$ cat config.mk
export PLATFORM = sky130hd
export DESIGN_NAME = mpeg_dvc
export DESIGN_NICKNAME = d
export VERILOG_FILES = /design/src/dvc_timing_pkg.sv /design/src/dvc_regmap_pkg.sv /design/src/mpeg_dvc.sv /design/src/dvc_byte_splitter.sv /design/src/dvc_registers.sv /design/src/dvc_clock_timer.sv /design/src/dvc_dma_control.sv
export SDC_FILE = /design/constraint.sdc
export NUM_CORES = 1
export LEC_CHECK = 0
export BUFFER_PORTS_ARGS = -buffer_cell sky130_fd_sc_hd__buf_4
export CAP_MARGIN = 20
export CORE_MARGIN = 2
export CORE_UTILIZATION = 50
export CTS_BUF_LIST = sky130_fd_sc_hd__clkbuf_4
export CTS_CLUSTER_DIAMETER = 50
export DETAILED_ROUTE_END_ITERATION = 7
export PLACE_DENSITY = 0.75
export SLEW_MARGIN = 20
export SYNTH_ARGS = -nofsm -noshare
export SYNTH_HDL_FRONTEND = slang
export SYNTH_SLANG_ARGS = --single-unit
$ cat constraint.sdc
create_clock -name clk -period 6.5 [get_ports clk]
set_clock_uncertainty 0.05 [all_clocks]
set_input_delay 1.3 -clock clk [delete_from_list [all_inputs] [get_ports clk]]
set_output_delay 1.3 -clock clk [all_outputs]
set_load 0.05 [all_outputs]
$ cat src/dvc_timing_pkg.sv
package dvc_timing_pkg;

    // System clock to 45 kHz decoder clock
    localparam int dclk_prescale       = 667;
    localparam int dclk_prescale_width = 10;
    localparam int dclk_width          = 32;

    // System timer runs on decoder clock ticks
    localparam int timer_cnt_width = 21;
    localparam int timer_frac_bits = 3;  // Below the compared field
    localparam int timer_cmp_width = 16;

    // Compare register value after reset
    localparam logic [15:0] tcnt_reset = 16'd55;

endpackage

$ cat src/dvc_regmap_pkg.sv
package dvc_regmap_pkg;

    // CPU word addresses, byte address shifted right by one
    localparam logic [14:0] addr_fma_cmd    = 15'h1800;
    localparam logic [14:0] addr_fma_stat   = 15'h1801;
    localparam logic [14:0] addr_fma_ivec   = 15'h1806;
    localparam logic [14:0] addr_fma_dclkh  = 15'h1808;
    localparam logic [14:0] addr_fma_dclkl  = 15'h1809;  // Latched on DCLKH read
    localparam logic [14:0] addr_fma_isr    = 15'h180D;
    localparam logic [14:0] addr_fma_ier    = 15'h180E;
    localparam logic [14:0] addr_fmv_ier    = 15'h2030;
    localparam logic [14:0] addr_fmv_isr    = 15'h2031;
    localparam logic [14:0] addr_fmv_tcnt   = 15'h2032;
    localparam logic [14:0] addr_fmv_trld   = 15'h2057;
    localparam logic [14:0] addr_fmv_syscmd = 15'h2060;
    localparam logic [14:0] addr_fmv_ivec   = 15'h206E;
    localparam logic [14:0] addr_fmv_xfer   = 15'h206F;  // PIO stream data

    // Bit positions shared by FMA STAT and FMA ISR
    localparam int fma_bit_upd  = 2;  // Frame header updated
    localparam int fma_bit_unf  = 3;  // Underflow
    localparam int fma_bit_dec  = 4;  // Decoding started
    localparam int fma_bit_poll = 8;  // Timer poll, ISR only

    localparam int fma_cmd_dma_bit = 15;
    localparam logic [15:0] fmv_syscmd_dma = 16'h8000;

    // DMA FSM states
    localparam logic [1:0] dma_idle  = 2'd0;
    localparam logic [1:0] dma_audio = 2'd1;
    localparam logic [1:0] dma_video = 2'd2;

    // FMV interrupt flags, seq sits in bit 0
    typedef struct packed {
        logic erdv;
        logic erdd;
        logic vcup;
        logic pai;    // Pause
        logic vsync;
        logic eii;    // End of ISO stream
        logic esi;    // End of sequence
        logic tim;    // System timer
        logic dcl;
        logic ovf;
        logic ndat;
        logic rfb;
        logic eod;    // End of data
        logic pic;
        logic gop;
        logic seq;
    } fmv_irq_flags_s;

    typedef union packed {
        fmv_irq_flags_s flags;
        logic [15:0]    raw;
    } fmv_irq_u;

endpackage
$ cat src/mpeg_dvc.sv
`timescale 1ns/100ps

module mpeg_dvc (
    input  logic        clk,
    input  logic        reset,
    input  logic [14:0] address,
    input  logic [15:0] din,
    output logic [15:0] dout,
    input  logic        uds,
    input  logic        lds,
    input  logic        write_strobe,
    input  logic        cs,
    output logic        bus_ack,
    output logic        intreq,
    input  logic        intack,
    output logic        req,
    input  logic        ack,
    output logic        rdy,
    input  logic        dtc,
    input  logic        done_in,
    input  logic        vsync,
    input  logic        event_sequence,
    input  logic        event_gop,
    input  logic        event_picture,
    input  logic        event_decoding_started,
    input  logic        event_frame_decoded,
    input  logic        event_underflow,
    output logic [7:0]  stream_byte,
    output logic        stream_valid,
    output logic        stream_audio
);

    logic        fma_dma_start;
    logic        fmv_dma_start;
    logic        xfer_write;
    logic        timer_reload;
    logic [15:0] timer_compare;
    logic [31:0] dclk;
    logic        timer_event;
    logic        dma_for_fma;
    logic        dma_done;

    dvc_registers i_registers (
        .clk, .reset, .address, .din, .uds, .lds, .cs, .write_strobe, .intack, .vsync,
        .event_sequence, .event_gop, .event_picture,
        .event_decoding_started, .event_frame_decoded, .event_underflow,
        .dclk, .timer_event, .dma_for_fma, .dma_done,
        .dout, .bus_ack, .intreq,
        .fma_dma_start, .fmv_dma_start, .xfer_write, .timer_reload, .timer_compare
    );

    dvc_dma_control i_dma_control (
        .clk, .reset, .fma_dma_start, .fmv_dma_start, .ack, .done_in,
        .req, .rdy, .dma_for_fma, .dma_done
    );

    dvc_clock_timer i_clock_timer (
        .clk, .reset, .timer_reload, .timer_compare, .dclk, .timer_event
    );

    dvc_byte_splitter i_byte_splitter (
        .clk, .reset, .din, .ack, .dtc, .xfer_write, .dma_for_fma,
        .stream_byte, .stream_valid, .stream_audio
    );

endmodule

$ cat src/dvc_byte_splitter.sv
`timescale 1ns/100ps

module dvc_byte_splitter (
    input  logic        clk,
    input  logic        reset,
    input  logic [15:0] din,
    input  logic        ack,
    input  logic        dtc,
    input  logic        xfer_write,
    input  logic        dma_for_fma,
    output logic [7:0]  stream_byte,
    output logic        stream_valid,
    output logic        stream_audio
);

    logic       word_valid;
    logic       word_valid_q;
    logic [7:0] low_byte_q;
    logic       audio_q;

    assign word_valid = (ack && dtc) || xfer_write;  // DMA word or PIO write

    always_ff @(posedge clk) begin
        if (reset) begin
            word_valid_q <= 1'b0;
            low_byte_q   <= '0;
            audio_q      <= 1'b0;
        end else begin
            word_valid_q <= word_valid;
            if (word_valid) begin
                low_byte_q <= din[7:0];
                audio_q    <= dma_for_fma;  // Tag held for the second byte
            end
        end
    end

    // High byte goes out first
    assign stream_byte  = word_valid_q ? low_byte_q : din[15:8];
    assign stream_valid = word_valid || word_valid_q;
    assign stream_audio = word_valid_q ? audio_q : dma_for_fma;

    assert property (@(posedge clk) disable iff (reset) word_valid |=> !word_valid);

endmodule

$ cat src/dvc_registers.sv
`timescale 1ns/100ps

module dvc_registers import dvc_regmap_pkg::*, dvc_timing_pkg::*; (
    input  logic        clk,
    input  logic        reset,
    input  logic [14:0] address,
    input  logic [15:0] din,
    input  logic        uds,
    input  logic        lds,
    input  logic        cs,
    input  logic        write_strobe,
    input  logic        intack,
    input  logic        vsync,
    input  logic        event_sequence,
    input  logic        event_gop,
    input  logic        event_picture,
    input  logic        event_decoding_started,
    input  logic        event_frame_decoded,
    input  logic        event_underflow,
    input  logic [31:0] dclk,
    input  logic        timer_event,
    input  logic        dma_for_fma,
    input  logic        dma_done,
    output logic [15:0] dout,
    output logic        bus_ack,
    output logic        intreq,
    output logic        fma_dma_start,
    output logic        fmv_dma_start,
    output logic        xfer_write,
    output logic        timer_reload,
    output logic [15:0] timer_compare
);

    logic        access;
    logic        bus_wr;
    logic        bus_rd;
    logic        vsync_q;
    logic        vsync_rise;
    logic        fma_intreq;
    logic        fmv_intreq;

    logic [15:0] fma_cmd;
    logic [15:0] fma_status;
    logic [15:0] fma_ivec;
    logic [15:0] fma_isr;
    logic [15:0] fma_ier;
    logic [15:0] dclkl_latch;
    logic [15:0] fmv_ier;
    logic [15:0] fmv_ivec;
    fmv_irq_u    fmv_isr;

    assign access = cs && (uds || lds);
    assign bus_wr = access && bus_ack && write_strobe;  // Commit cycle
    assign bus_rd = access && bus_ack && !write_strobe;

    assign vsync_rise = vsync && !vsync_q;

    // One-cycle command strobes
    assign fma_dma_start = bus_wr && (address == addr_fma_cmd) && din[fma_cmd_dma_bit];
    assign fmv_dma_start = bus_wr && (address == addr_fmv_syscmd) && (din == fmv_syscmd_dma);
    assign xfer_write    = bus_wr && (address == addr_fmv_xfer);
    assign timer_reload  = bus_wr && (address == addr_fmv_trld);

    assign fma_intreq = (fma_isr & fma_ier) != '0;
    assign fmv_intreq = (fmv_isr.raw & fmv_ier) != '0;
    assign intreq     = fma_intreq || fmv_intreq;

    always_comb begin
        dout = '0;
        case (address)
            addr_fma_cmd:   dout = fma_cmd;
            addr_fma_stat:  dout = fma_status;
            addr_fma_ivec:  dout = fma_ivec;
            addr_fma_dclkh: dout = dclk[31:16];
            addr_fma_dclkl: dout = dclkl_latch;
            addr_fma_isr:   dout = fma_isr;
            addr_fma_ier:   dout = fma_ier;
            addr_fmv_ier:   dout = fmv_ier;
            addr_fmv_isr:   dout = fmv_isr.raw;
            addr_fmv_tcnt:  dout = timer_compare;
            addr_fmv_ivec:  dout = fmv_ivec;
            default: ;
        endcase

        // Audio side wins the interrupt acknowledge
        if (intack) begin
            if (fma_intreq) begin
                dout = {fma_ivec[7:0], fma_ivec[7:0]};
            end else begin
                dout = {fmv_ivec[10:3], fmv_ivec[10:3]};
            end
        end
    end

    always_ff @(posedge clk) begin
        if (reset) begin
            bus_ack       <= 1'b0;
            vsync_q       <= 1'b0;
            fma_cmd       <= '0;
            fma_status    <= '0;
            fma_ivec      <= '0;
            fma_isr       <= '0;
            fma_ier       <= '0;
            dclkl_latch   <= '0;
            fmv_ier       <= '0;
            fmv_ivec      <= '0;
            fmv_isr.raw   <= '0;
            timer_compare <= tcnt_reset;
        end else begin
            vsync_q <= vsync;
            bus_ack <= access ? !bus_ack : 1'b0;

            if (vsync_rise)     fmv_isr.flags.vsync <= 1'b1;
            if (event_sequence) fmv_isr.flags.seq <= 1'b1;
            if (event_gop)      fmv_isr.flags.gop <= 1'b1;
            if (event_picture)  fmv_isr.flags.pic <= 1'b1;

            if (timer_event) begin
                fmv_isr.flags.tim     <= 1'b1;
                fma_isr[fma_bit_poll] <= 1'b1;
            end

            if (event_decoding_started) begin
                fma_status[fma_bit_dec] <= 1'b1;
                fma_isr[fma_bit_dec]    <= 1'b1;
            end

            if (event_frame_decoded) begin
                fma_status[fma_bit_dec] <= 1'b0;  // Decoding no longer pending
                fma_status[fma_bit_upd] <= 1'b1;
                fma_isr[fma_bit_upd]    <= 1'b1;
            end

            if (event_underflow) begin
                fma_status[fma_bit_unf] <= 1'b1;
                fma_isr[fma_bit_unf]    <= 1'b1;
            end

            if (dma_done) fma_cmd[fma_cmd_dma_bit] <= 1'b0;

            // Read side effects come last so a clear beats a set
            if (bus_rd) begin
                case (address)
                    addr_fmv_isr:   fmv_isr.raw <= '0;
                    addr_fma_isr:   fma_isr <= '0;
                    addr_fma_dclkh: dclkl_latch <= dclk[15:0];
                    default: ;
                endcase
            end

            if (bus_wr) begin
                case (address)
                    addr_fma_cmd:  fma_cmd <= din;
                    addr_fma_ivec: fma_ivec <= din;
                    addr_fma_ier:  fma_ier <= din;
                    addr_fmv_ier:  fmv_ier <= din;
                    addr_fmv_tcnt: timer_compare <= din;
                    addr_fmv_ivec: fmv_ivec <= din;
                    default: ;
                endcase
            end
        end
    end

    // Audio DMA start selects the audio target
    assert property (@(posedge clk) disable iff (reset)
        fma_dma_start |=> dma_for_fma);

endmodule

$ cat src/dvc_clock_timer.sv
`timescale 1ns/100ps

module dvc_clock_timer import dvc_timing_pkg::*; (
    input  logic                  clk,
    input  logic                  reset,
    input  logic                  timer_reload,
    input  logic [15:0]           timer_compare,
    output logic [dclk_width-1:0] dclk,
    output logic                  timer_event
);

    logic [dclk_prescale_width-1:0] prescale_cnt;
    logic [timer_cnt_width-1:0]     timer_cnt;
    logic                           tick;
    logic                           compare_hit;

    assign tick = (prescale_cnt == dclk_prescale_width'(dclk_prescale - 1));

    // Upper field only, low bits give 8 ticks per compare step
    assign compare_hit = (timer_cnt[timer_frac_bits +: timer_cmp_width] == timer_compare);
    assign timer_event = tick && compare_hit;

    always_ff @(posedge clk) begin
        if (reset) begin
            prescale_cnt <= '0;
            dclk         <= '0;
            timer_cnt    <= '0;
        end else begin
            if (tick) begin
                prescale_cnt <= '0;
                dclk         <= dclk + 1'b1;
            end else begin
                prescale_cnt <= prescale_cnt + 1'b1;
            end

            if (timer_reload) begin
                timer_cnt <= '0;
            end else if (tick) begin
                timer_cnt <= compare_hit ? '0 : timer_cnt + 1'b1;
            end
        end
    end

    // Timer events line up with a decoder clock step
    assert property (@(posedge clk) disable iff (reset)
        timer_event |=> (dclk == $past(dclk) + 1'b1));

endmodule

$ cat src/dvc_dma_control.sv
`timescale 1ns/100ps

module dvc_dma_control import dvc_regmap_pkg::*; (
    input  logic clk,
    input  logic reset,
    input  logic fma_dma_start,
    input  logic fmv_dma_start,
    input  logic ack,
    input  logic done_in,
    output logic req,
    output logic rdy,
    output logic dma_for_fma,
    output logic dma_done
);

    logic [1:0] state;
    logic       done_hit;
    logic       any_start;

    assign done_hit  = done_in && ack;
    assign any_start = fma_dma_start || fmv_dma_start;

    always_ff @(posedge clk) begin
        if (reset) begin
            state    <= dma_idle;
            dma_done <= 1'b0;
        end else begin
            // A new start overrides the end of the previous transfer
            dma_done <= done_hit && !any_start;

            if (fma_dma_start) begin
                state <= dma_audio;
            end else if (fmv_dma_start) begin
                state <= dma_video;
            end else if (done_hit) begin
                state <= dma_idle;
            end
        end
    end

    assign req         = (state != dma_idle);
    assign rdy         = (state != dma_idle);  // Host ready for the whole transfer
    assign dma_for_fma = (state == dma_audio);

    // Request only drops on end of transfer
    assert property (@(posedge clk) disable iff (reset)
        (!$past(reset) && $fell(req)) |-> $past(done_in && ack));

endmodule

==> out/qor.csv, run 1 <==
stage,metric,value,unit
run_status,status,finished clean,
layout,layout_commonest_cell,nand2_1,
worst_setup_path,crit_type,input port to primary output,
worst_setup_path,cp.arrival,4.21,ns
synthesis,ys_types,68,
synthesis,synth-main-ff-cell,dfxtp_1,
hold_path,hold_start,i_registers.fma_cmd[13]$_SDFFE_PP0N_,
route,drt_pass1_iterations,6,
timing,setup_violations,0,
clock_tree,cts_resized,0,
pwr,p_leak,3.66,nW
synthesis,avgSynthCellArea,8.10,um^2
synthesis,synthesis.nets,1230,
pwr,p_sw,0.541,mW
pwr,pwr-share-comb,6.8,%
clock_tree,cts_tree,built,
layout,drive_above_1_share,13.8,%
clock_tree,post_cts_buffers,0,
route,drtIter0Drc,1082,
die,initial_core_util,51.0,%
die,fp.dieH,142,um
timing,tightestPinTransition,1.04,ns
layout,layout_common_cells,"291 x nand2_1, 200 x dfxtp_1, 114 x a21oi_1",
global_route,grt_pass1_wl,45200,um
route,avgRoutedWirePerCell,20.3,um
clock_tree,cts.sinks,200,
placed_design,portBuffers,77,
clock_tree,clock_latency,0.61,ns
synthesis,ys.warnings.count,0,
pwr,pwr-share-clk,34.0,%
worst_setup_path,start_kind,input port,
pwr,swShare,25.8,%
timing,period_needed,5.56,ns
global_route,grt_pass1_vias,8156,
synthesis,synth_edf_count,0,
pwr,seq_power_share,59.2,%
timing,fin_setup_tns,0,ns
global_route,grt_util_all_layers,29.2,%
worst_setup_path,worst-path-max-fanout,10,
placed_design,dp.final_hpwl,21100,um
route,vias,8769,
timing,finalHoldViolCount,0,
clock_tree,cts_root_buf,clkbuf_4,
pwr,power,2.10,mW
worst_setup_path,r2r_setup_slack,3.88,ns
global_route,grt_max_degree,94,
die,num_rows,50,
synthesis,ys_ff_latch,200,
worst_setup_path,end_kind,primary output,
timing,holdWs,0.413,ns
timing,fin_crit_sh,85.5,%
timing,fmax,0.180,GHz
route,viasPerCell,6.05,
route,drc,0,
run,maxCapViolations,0,
die,io_pins,78,
worst_setup_path,crit_required,5.15,ns
hold_path,hp-class,register to register,
layout,final_core_util,55.7,%
clock_tree,clk_pin_slew,0.16,ns
synthesis,synthCells,1178,
synthesis,async_reset_ff_share,0,%
timing,slew_headroom,30.3,%
layout,fillCellCount,1738,
timing,slew_viol_final,0,
clock_tree,cts_max_path_buffers,2,
route,wl,29400,um
pwr,irDropWorstVdd,0.117,mV
placed_design,gp_congestion,1.03,
die,core_area,0.0187,mm^2
worst_setup_path,worstSetupStartpoint,address[9],
pwr,power.density,202,mW/mm^2
timing,grt_setup_unrepaired,no,
route,drtAntennaViolNets,0,
die,die_x,142,um
synthesis,synth-seq-area-share,42.0,%
layout,synthToLayoutAreaGrowth,9.26,%
synthesis,syn_area,0.00954,mm^2
global_route,gr-total-overflow,0,
clock_tree,ctsHoldBuffers,0,
worst_setup_path,r2r_start,i_registers.bus_ack$_SDFF_PP0_,
clock_tree,h-tree-depth,4,
global_route,antenna_found_initial,1,
layout,nNetsFinal,1253,
die,die_area,0.0202,mm^2
pwr,intPower,1.56,mW
clock_tree,numCtsBuffers,17,
## through the flow
step | area (um^2) | setup WS, ns | instances
floorplan | 9540 | 1.16 | 1178
global placement | 10100 | 1.01 | 1416
detailed placement | 10100 | 0.997 | 1416
CTS | 10400 | 0.999 | 1448
global route | 10400 | 0.782 | 1449
finish | 10400 | 0.942 | 1449
## area by class of cell
class	count	area, um^2	area share (%)
antenna	1	2.50	0.0240
clock buffer	17	128	1.22
clock inverter	15	189	1.81
inverter	8	30.0	0.288
multi-input combinational	885	5110	49.0
sequential	200	4000	38.4
tap	234	293	2.81
timing repair buffer	89	668	6.41
## worst max-delay path: stages
cell,delay [ns]
buf_4,0.11
or4_1,0.77
buf_4,0.31
nor4_4,0.60
buf_4,0.29
a22o_1,0.15
a221oi_1,0.04
and3_1,0.19
o21ai_0,0.19
buf_4,0.24
## registers in the layout (all words and copies together) (netlist names), 2 cells and up
register,cells
i_registers.fma_cmd,16
i_clock_timer.timer_cnt,19
i_registers.fmv_ier,16
i_clock_timer.prescale_cnt,10
i_registers.fma_isr,4
i_registers.timer_compare,16
i_registers.fma_ier,16
i_registers.fmv_isr,5
i_clock_timer.dclk,32
i_byte_splitter.low_byte_q,8
i_registers.fmv_ivec,16
i_dma_control.state,2
i_registers.fma_status,3
i_registers.dclkl_latch,16
i_registers.fma_ivec,16
## logic make-up after synthesis
family | Yosys count | share of synthesized area, %
compound gates | 215 | 14.0
simple gates | 554 | 28.0
fa+ha+maj | 4 | 0.524
xor+xnor | 73 | 6.70
mux | 39 | 4.34
buf+inv | 93 | 4.47
flops | 200 | 42.0
## cells in the mapped netlist, drive strengths merged (3+ instances only)
master / count / area, um^2
nor3: 15 / 111
nor4b: 3 / 26.3
a222oi: 14 / 140
nor2b: 4 / 25.0
mux2i: 20 / 200
nand2: 291 / 1090
a22o: 7 / 61.3
or4: 6 / 48.8
nor2: 94 / 353
xnor2: 16 / 140
or3: 5 / 31.3
clkbuf: 53 / 200
ha: 4 / 50.1
dfxtp: 200 / 4000
nand4: 15 / 93.8
mux2: 19 / 214
or4b: 3 / 30.0
nand3: 25 / 125
o21a: 9 / 67.6
and3: 21 / 131
o21ai: 27 / 139
a22oi: 17 / 128
o2111a: 3 / 33.8
nand3b: 9 / 67.6
nand2b: 5 / 31.3
a21oi: 114 / 571
and4: 6 / 52.6
inv: 8 / 30.0
xor2: 57 / 499
and2: 11 / 68.8
or2: 5 / 31.3
nor4: 25 / 251
a31oi: 3 / 18.8
buf: 32 / 196
a221oi: 4 / 35.0
## power by group through the flow
stage / logic (mW) / clock network (mW) / registers (mW)
after floorplan: 0.0872 / 0 / 1.27
after global placement: 0.139 / 0 / 1.27
after detailed placement: 0.139 / 0 / 1.27
after CTS: 0.139 / 0.728 / 1.24
after global routing: 0.149 / 0.775 / 1.25
final: 0.142 / 0.715 / 1.24
## layer usage
metal / up-vias / share of wire (%) / GRT usage [%]
li1: 4114 / - / -
met1: 4097 / 41 / 37.8
met2: 467 / 45 / 46.3
met3: 91 / 8.7 / 5.45
met4: 0 / 5.1 / 15.7
met5: - / 0 / 0
## path summary, 6_finish.rpt
kind                                                              to  cells past startpoint
worst max-delay path                                        dout[10]                     10
worst min register to register  i_registers.fma_cmd[13]$_SDFFE_PP0N_                      2
worst max register to register    i_registers.fma_cmd[15]$_SDFF_PP0_                      5
worst min-delay path            i_registers.fma_cmd[13]$_SDFFE_PP0N_                      2
Note: power is estimated with default switching activity, not from simulation.
==> run 2: changes to the inputs <==
==> constraint.sdc (replaced) <==
create_clock -name clk -period 6.5 [get_ports clk]
set_clock_uncertainty 0.05 [all_clocks]
set_input_delay 0 -clock clk [delete_from_list [all_inputs] [get_ports clk]]
set_output_delay 0 -clock clk [all_outputs]
set_load 0.05 [all_outputs]
==> out/qor.csv, run 2 (synthesis results as in run 1) <==
stage,metric,value,unit
run_status,status,finished clean,
pwr,swShare,27.1,%
hold_path,hp-class,input port to register,
clock_tree,cts_tree,built,
clock_tree,h-tree-depth,4,
pwr,power.density,191,mW/mm^2
global_route,grt_pass1_wl,46100,um
pwr,p_sw,0.557,mW
layout,synthToLayoutAreaGrowth,12.9,%
layout,largest_register,i_clock_timer.dclk,
layout,fillCellCount,1713,
route,vias,8877,
global_route,antenna_found_initial,2,
worst_setup_path,crit_required,6.45,ns
timing,fin_crit_sh,55.4,%
route,avgRoutedWirePerCell,20.0,um
die,die_x,142,um
die,io_pins,78,
die,core_area,0.0187,mm^2
layout,drive_above_1_share,12.9,%
layout,final_core_util,57.6,%
clock_tree,clock_latency,0.61,ns
layout,layout_common_cells,"291 x nand2_1, 200 x dfxtp_1, 114 x a21oi_1",
layout,layout_commonest_cell,nand2_1,
route,wl,29800,um
route,route.met3.wl,2310,um
pwr,irDropWorstVdd,0.0973,mV
worst_setup_path,worst-path-max-fanout,20,
layout,nNetsFinal,1291,
placed_design,gp_congestion,0.997,
die,die_area,0.0202,mm^2
clock_tree,numCtsBuffers,17,
global_route,grt_max_degree,75,
timing,period_needed,3.60,ns
clock_tree,cts.sinks,200,
route,viasPerCell,5.96,
worst_setup_path,crit_type,input port to primary output,
worst_setup_path,cp.arrival,3.55,ns
placed_design,dp.final_hpwl,20900,um
timing,fmax,0.278,GHz
route,drc,0,
layout,reg_top3,"i_clock_timer.dclk (32), i_clock_timer.timer_cnt (19)",
clock_tree,cts_root_buf,clkbuf_4,
run,maxCapViolations,0,
die,initial_core_util,51.0,%
timing,setup_violations,0,
worst_setup_path,end_kind,primary output,
global_route,grt_pass1_vias,8223,
placed_design,portBuffers,77,
route,drtIter0Drc,1008,
clock_tree,cts_max_path_buffers,2,
timing,slew_headroom,28.6,%
worst_setup_path,start_kind,input port,
route,drt_pass1_iterations,6,
global_route,grt_util_all_layers,29.7,%
route,drtAntennaViolNets,0,
pwr,p_leak,3.79,nW
die,fp.dieH,142,um
pwr,pwr-share-comb,7.9,%
clock_tree,clk_pin_slew,0.17,ns
timing,fin_setup_tns,0,ns
pwr,seq_power_share,60.6,%
timing,grt_setup_unrepaired,no,
timing,finalHoldViolCount,0,
route,routed.top_layer,met4,
route,m1WireLength,12400,um
clock_tree,cts_resized,0,
timing,slew_viol_final,0,
global_route,gr-total-overflow,0,
timing,tightestPinTransition,1.06,ns
pwr,pwr-share-clk,31.4,%
route,dr_wl_met2,13500,um
pwr,intPower,1.50,mW
die,num_rows,50,
layout,largest_register_ff_count,32,
-- run 2: changes by cell type in the layout (fill, tap and decap cells not counted) --
cell	before	now
buf_4	89	84
bufinv_16	3	1
clkinv_2	3	2
clkinv_4	3	1
clkinvlp_4	0	5
diode_2	1	3
dlygate4sd3_1	0	43
inv_6	4	5
inv_8	2	1
-- run 2: area by class of cell --
| type | instances | area [um^2] | share of cell area (%) |
|---|---|---|---|
| Antenna cell | 3 | 7.51 | 0.0697 |
| Clock buffer | 17 | 128 | 1.18 |
| Inverter | 8 | 30.0 | 0.279 |
| Clock inverter | 15 | 141 | 1.31 |
| Tap cell | 234 | 293 | 2.72 |
| Timing Repair Buffer | 127 | 1060 | 9.84 |
| Multi-Input combinational cell | 885 | 5110 | 47.4 |
| Sequential cell | 200 | 4000 | 37.1 |
-- run 2: through the flow --
stage	power (mW)	area (um^2)	setup WS, ns	hold slack, ns	std cells
2_1_floorplan	1.36	9540	3.76	0.0293	1178
3_3_place_gp	1.41	10100	3.33	0.142	1411
3_5_place_dp	1.41	10100	3.26	0.148	1411
4_1_cts	2.06	10800	3.02	0.0553	1486
5_1_grt	2.12	10800	2.77	0.0616	1487
6_report	2.05	10800	2.90	0.0862	1489
-- run 2: power by group through the flow --
stage / clock network (mW) / logic (mW) / registers (mW)
6_report: 0.645 / 0.163 / 1.25
5_1_grt: 0.697 / 0.171 / 1.25
4_1_cts: 0.654 / 0.159 / 1.24
3_5_place_dp: 0 / 0.138 / 1.27
3_3_place_gp: 0 / 0.138 / 1.27
2_1_floorplan: 0 / 0.0872 / 1.27
-- run 2: critical path, cell delays in order --
cell	delay, ns
dlygate4sd3_1	0.53
buf_4	0.26
nand4b_1	0.59
nor4_4	1.05
a22oi_1	0.20
and3_1	0.20
o21ai_0	0.41
buf_4	0.29
-- run 2: layer usage --
layer,track usage (%),vias to the layer above
li1,-,4189
met5,0,-
met2,46.4,415
met4,16.4,0
met1,39.1,4177
met3,5.15,96
-- run 2: final timing paths --
check,from,end,slack (ns),cells past startpoint
worst max-delay path,address[2],dout[13],2.90,8
worst min-delay path,event_underflow,i_registers.fma_isr[3]$_SDFF_PP0_,0.09,3
worst max register to register,i_registers.bus_ack$_SDFF_PP0_,i_dma_control.state[1]$_SDFFE_PP0P_,3.74,7
worst min register to register,i_registers.fma_ivec[10]$_SDFFE_PP0P_,i_registers.fma_ivec[10]$_SDFFE_PP0P_,0.41,2
-- run 2: timing repair --
action / 4_1_cts / 5_1_grt
hold buffers: 43 / 0
endpoints found under the hold margin: 151 / 0
endpoints found under the setup margin: 0 / 0
buffers inserted: 0 / 0
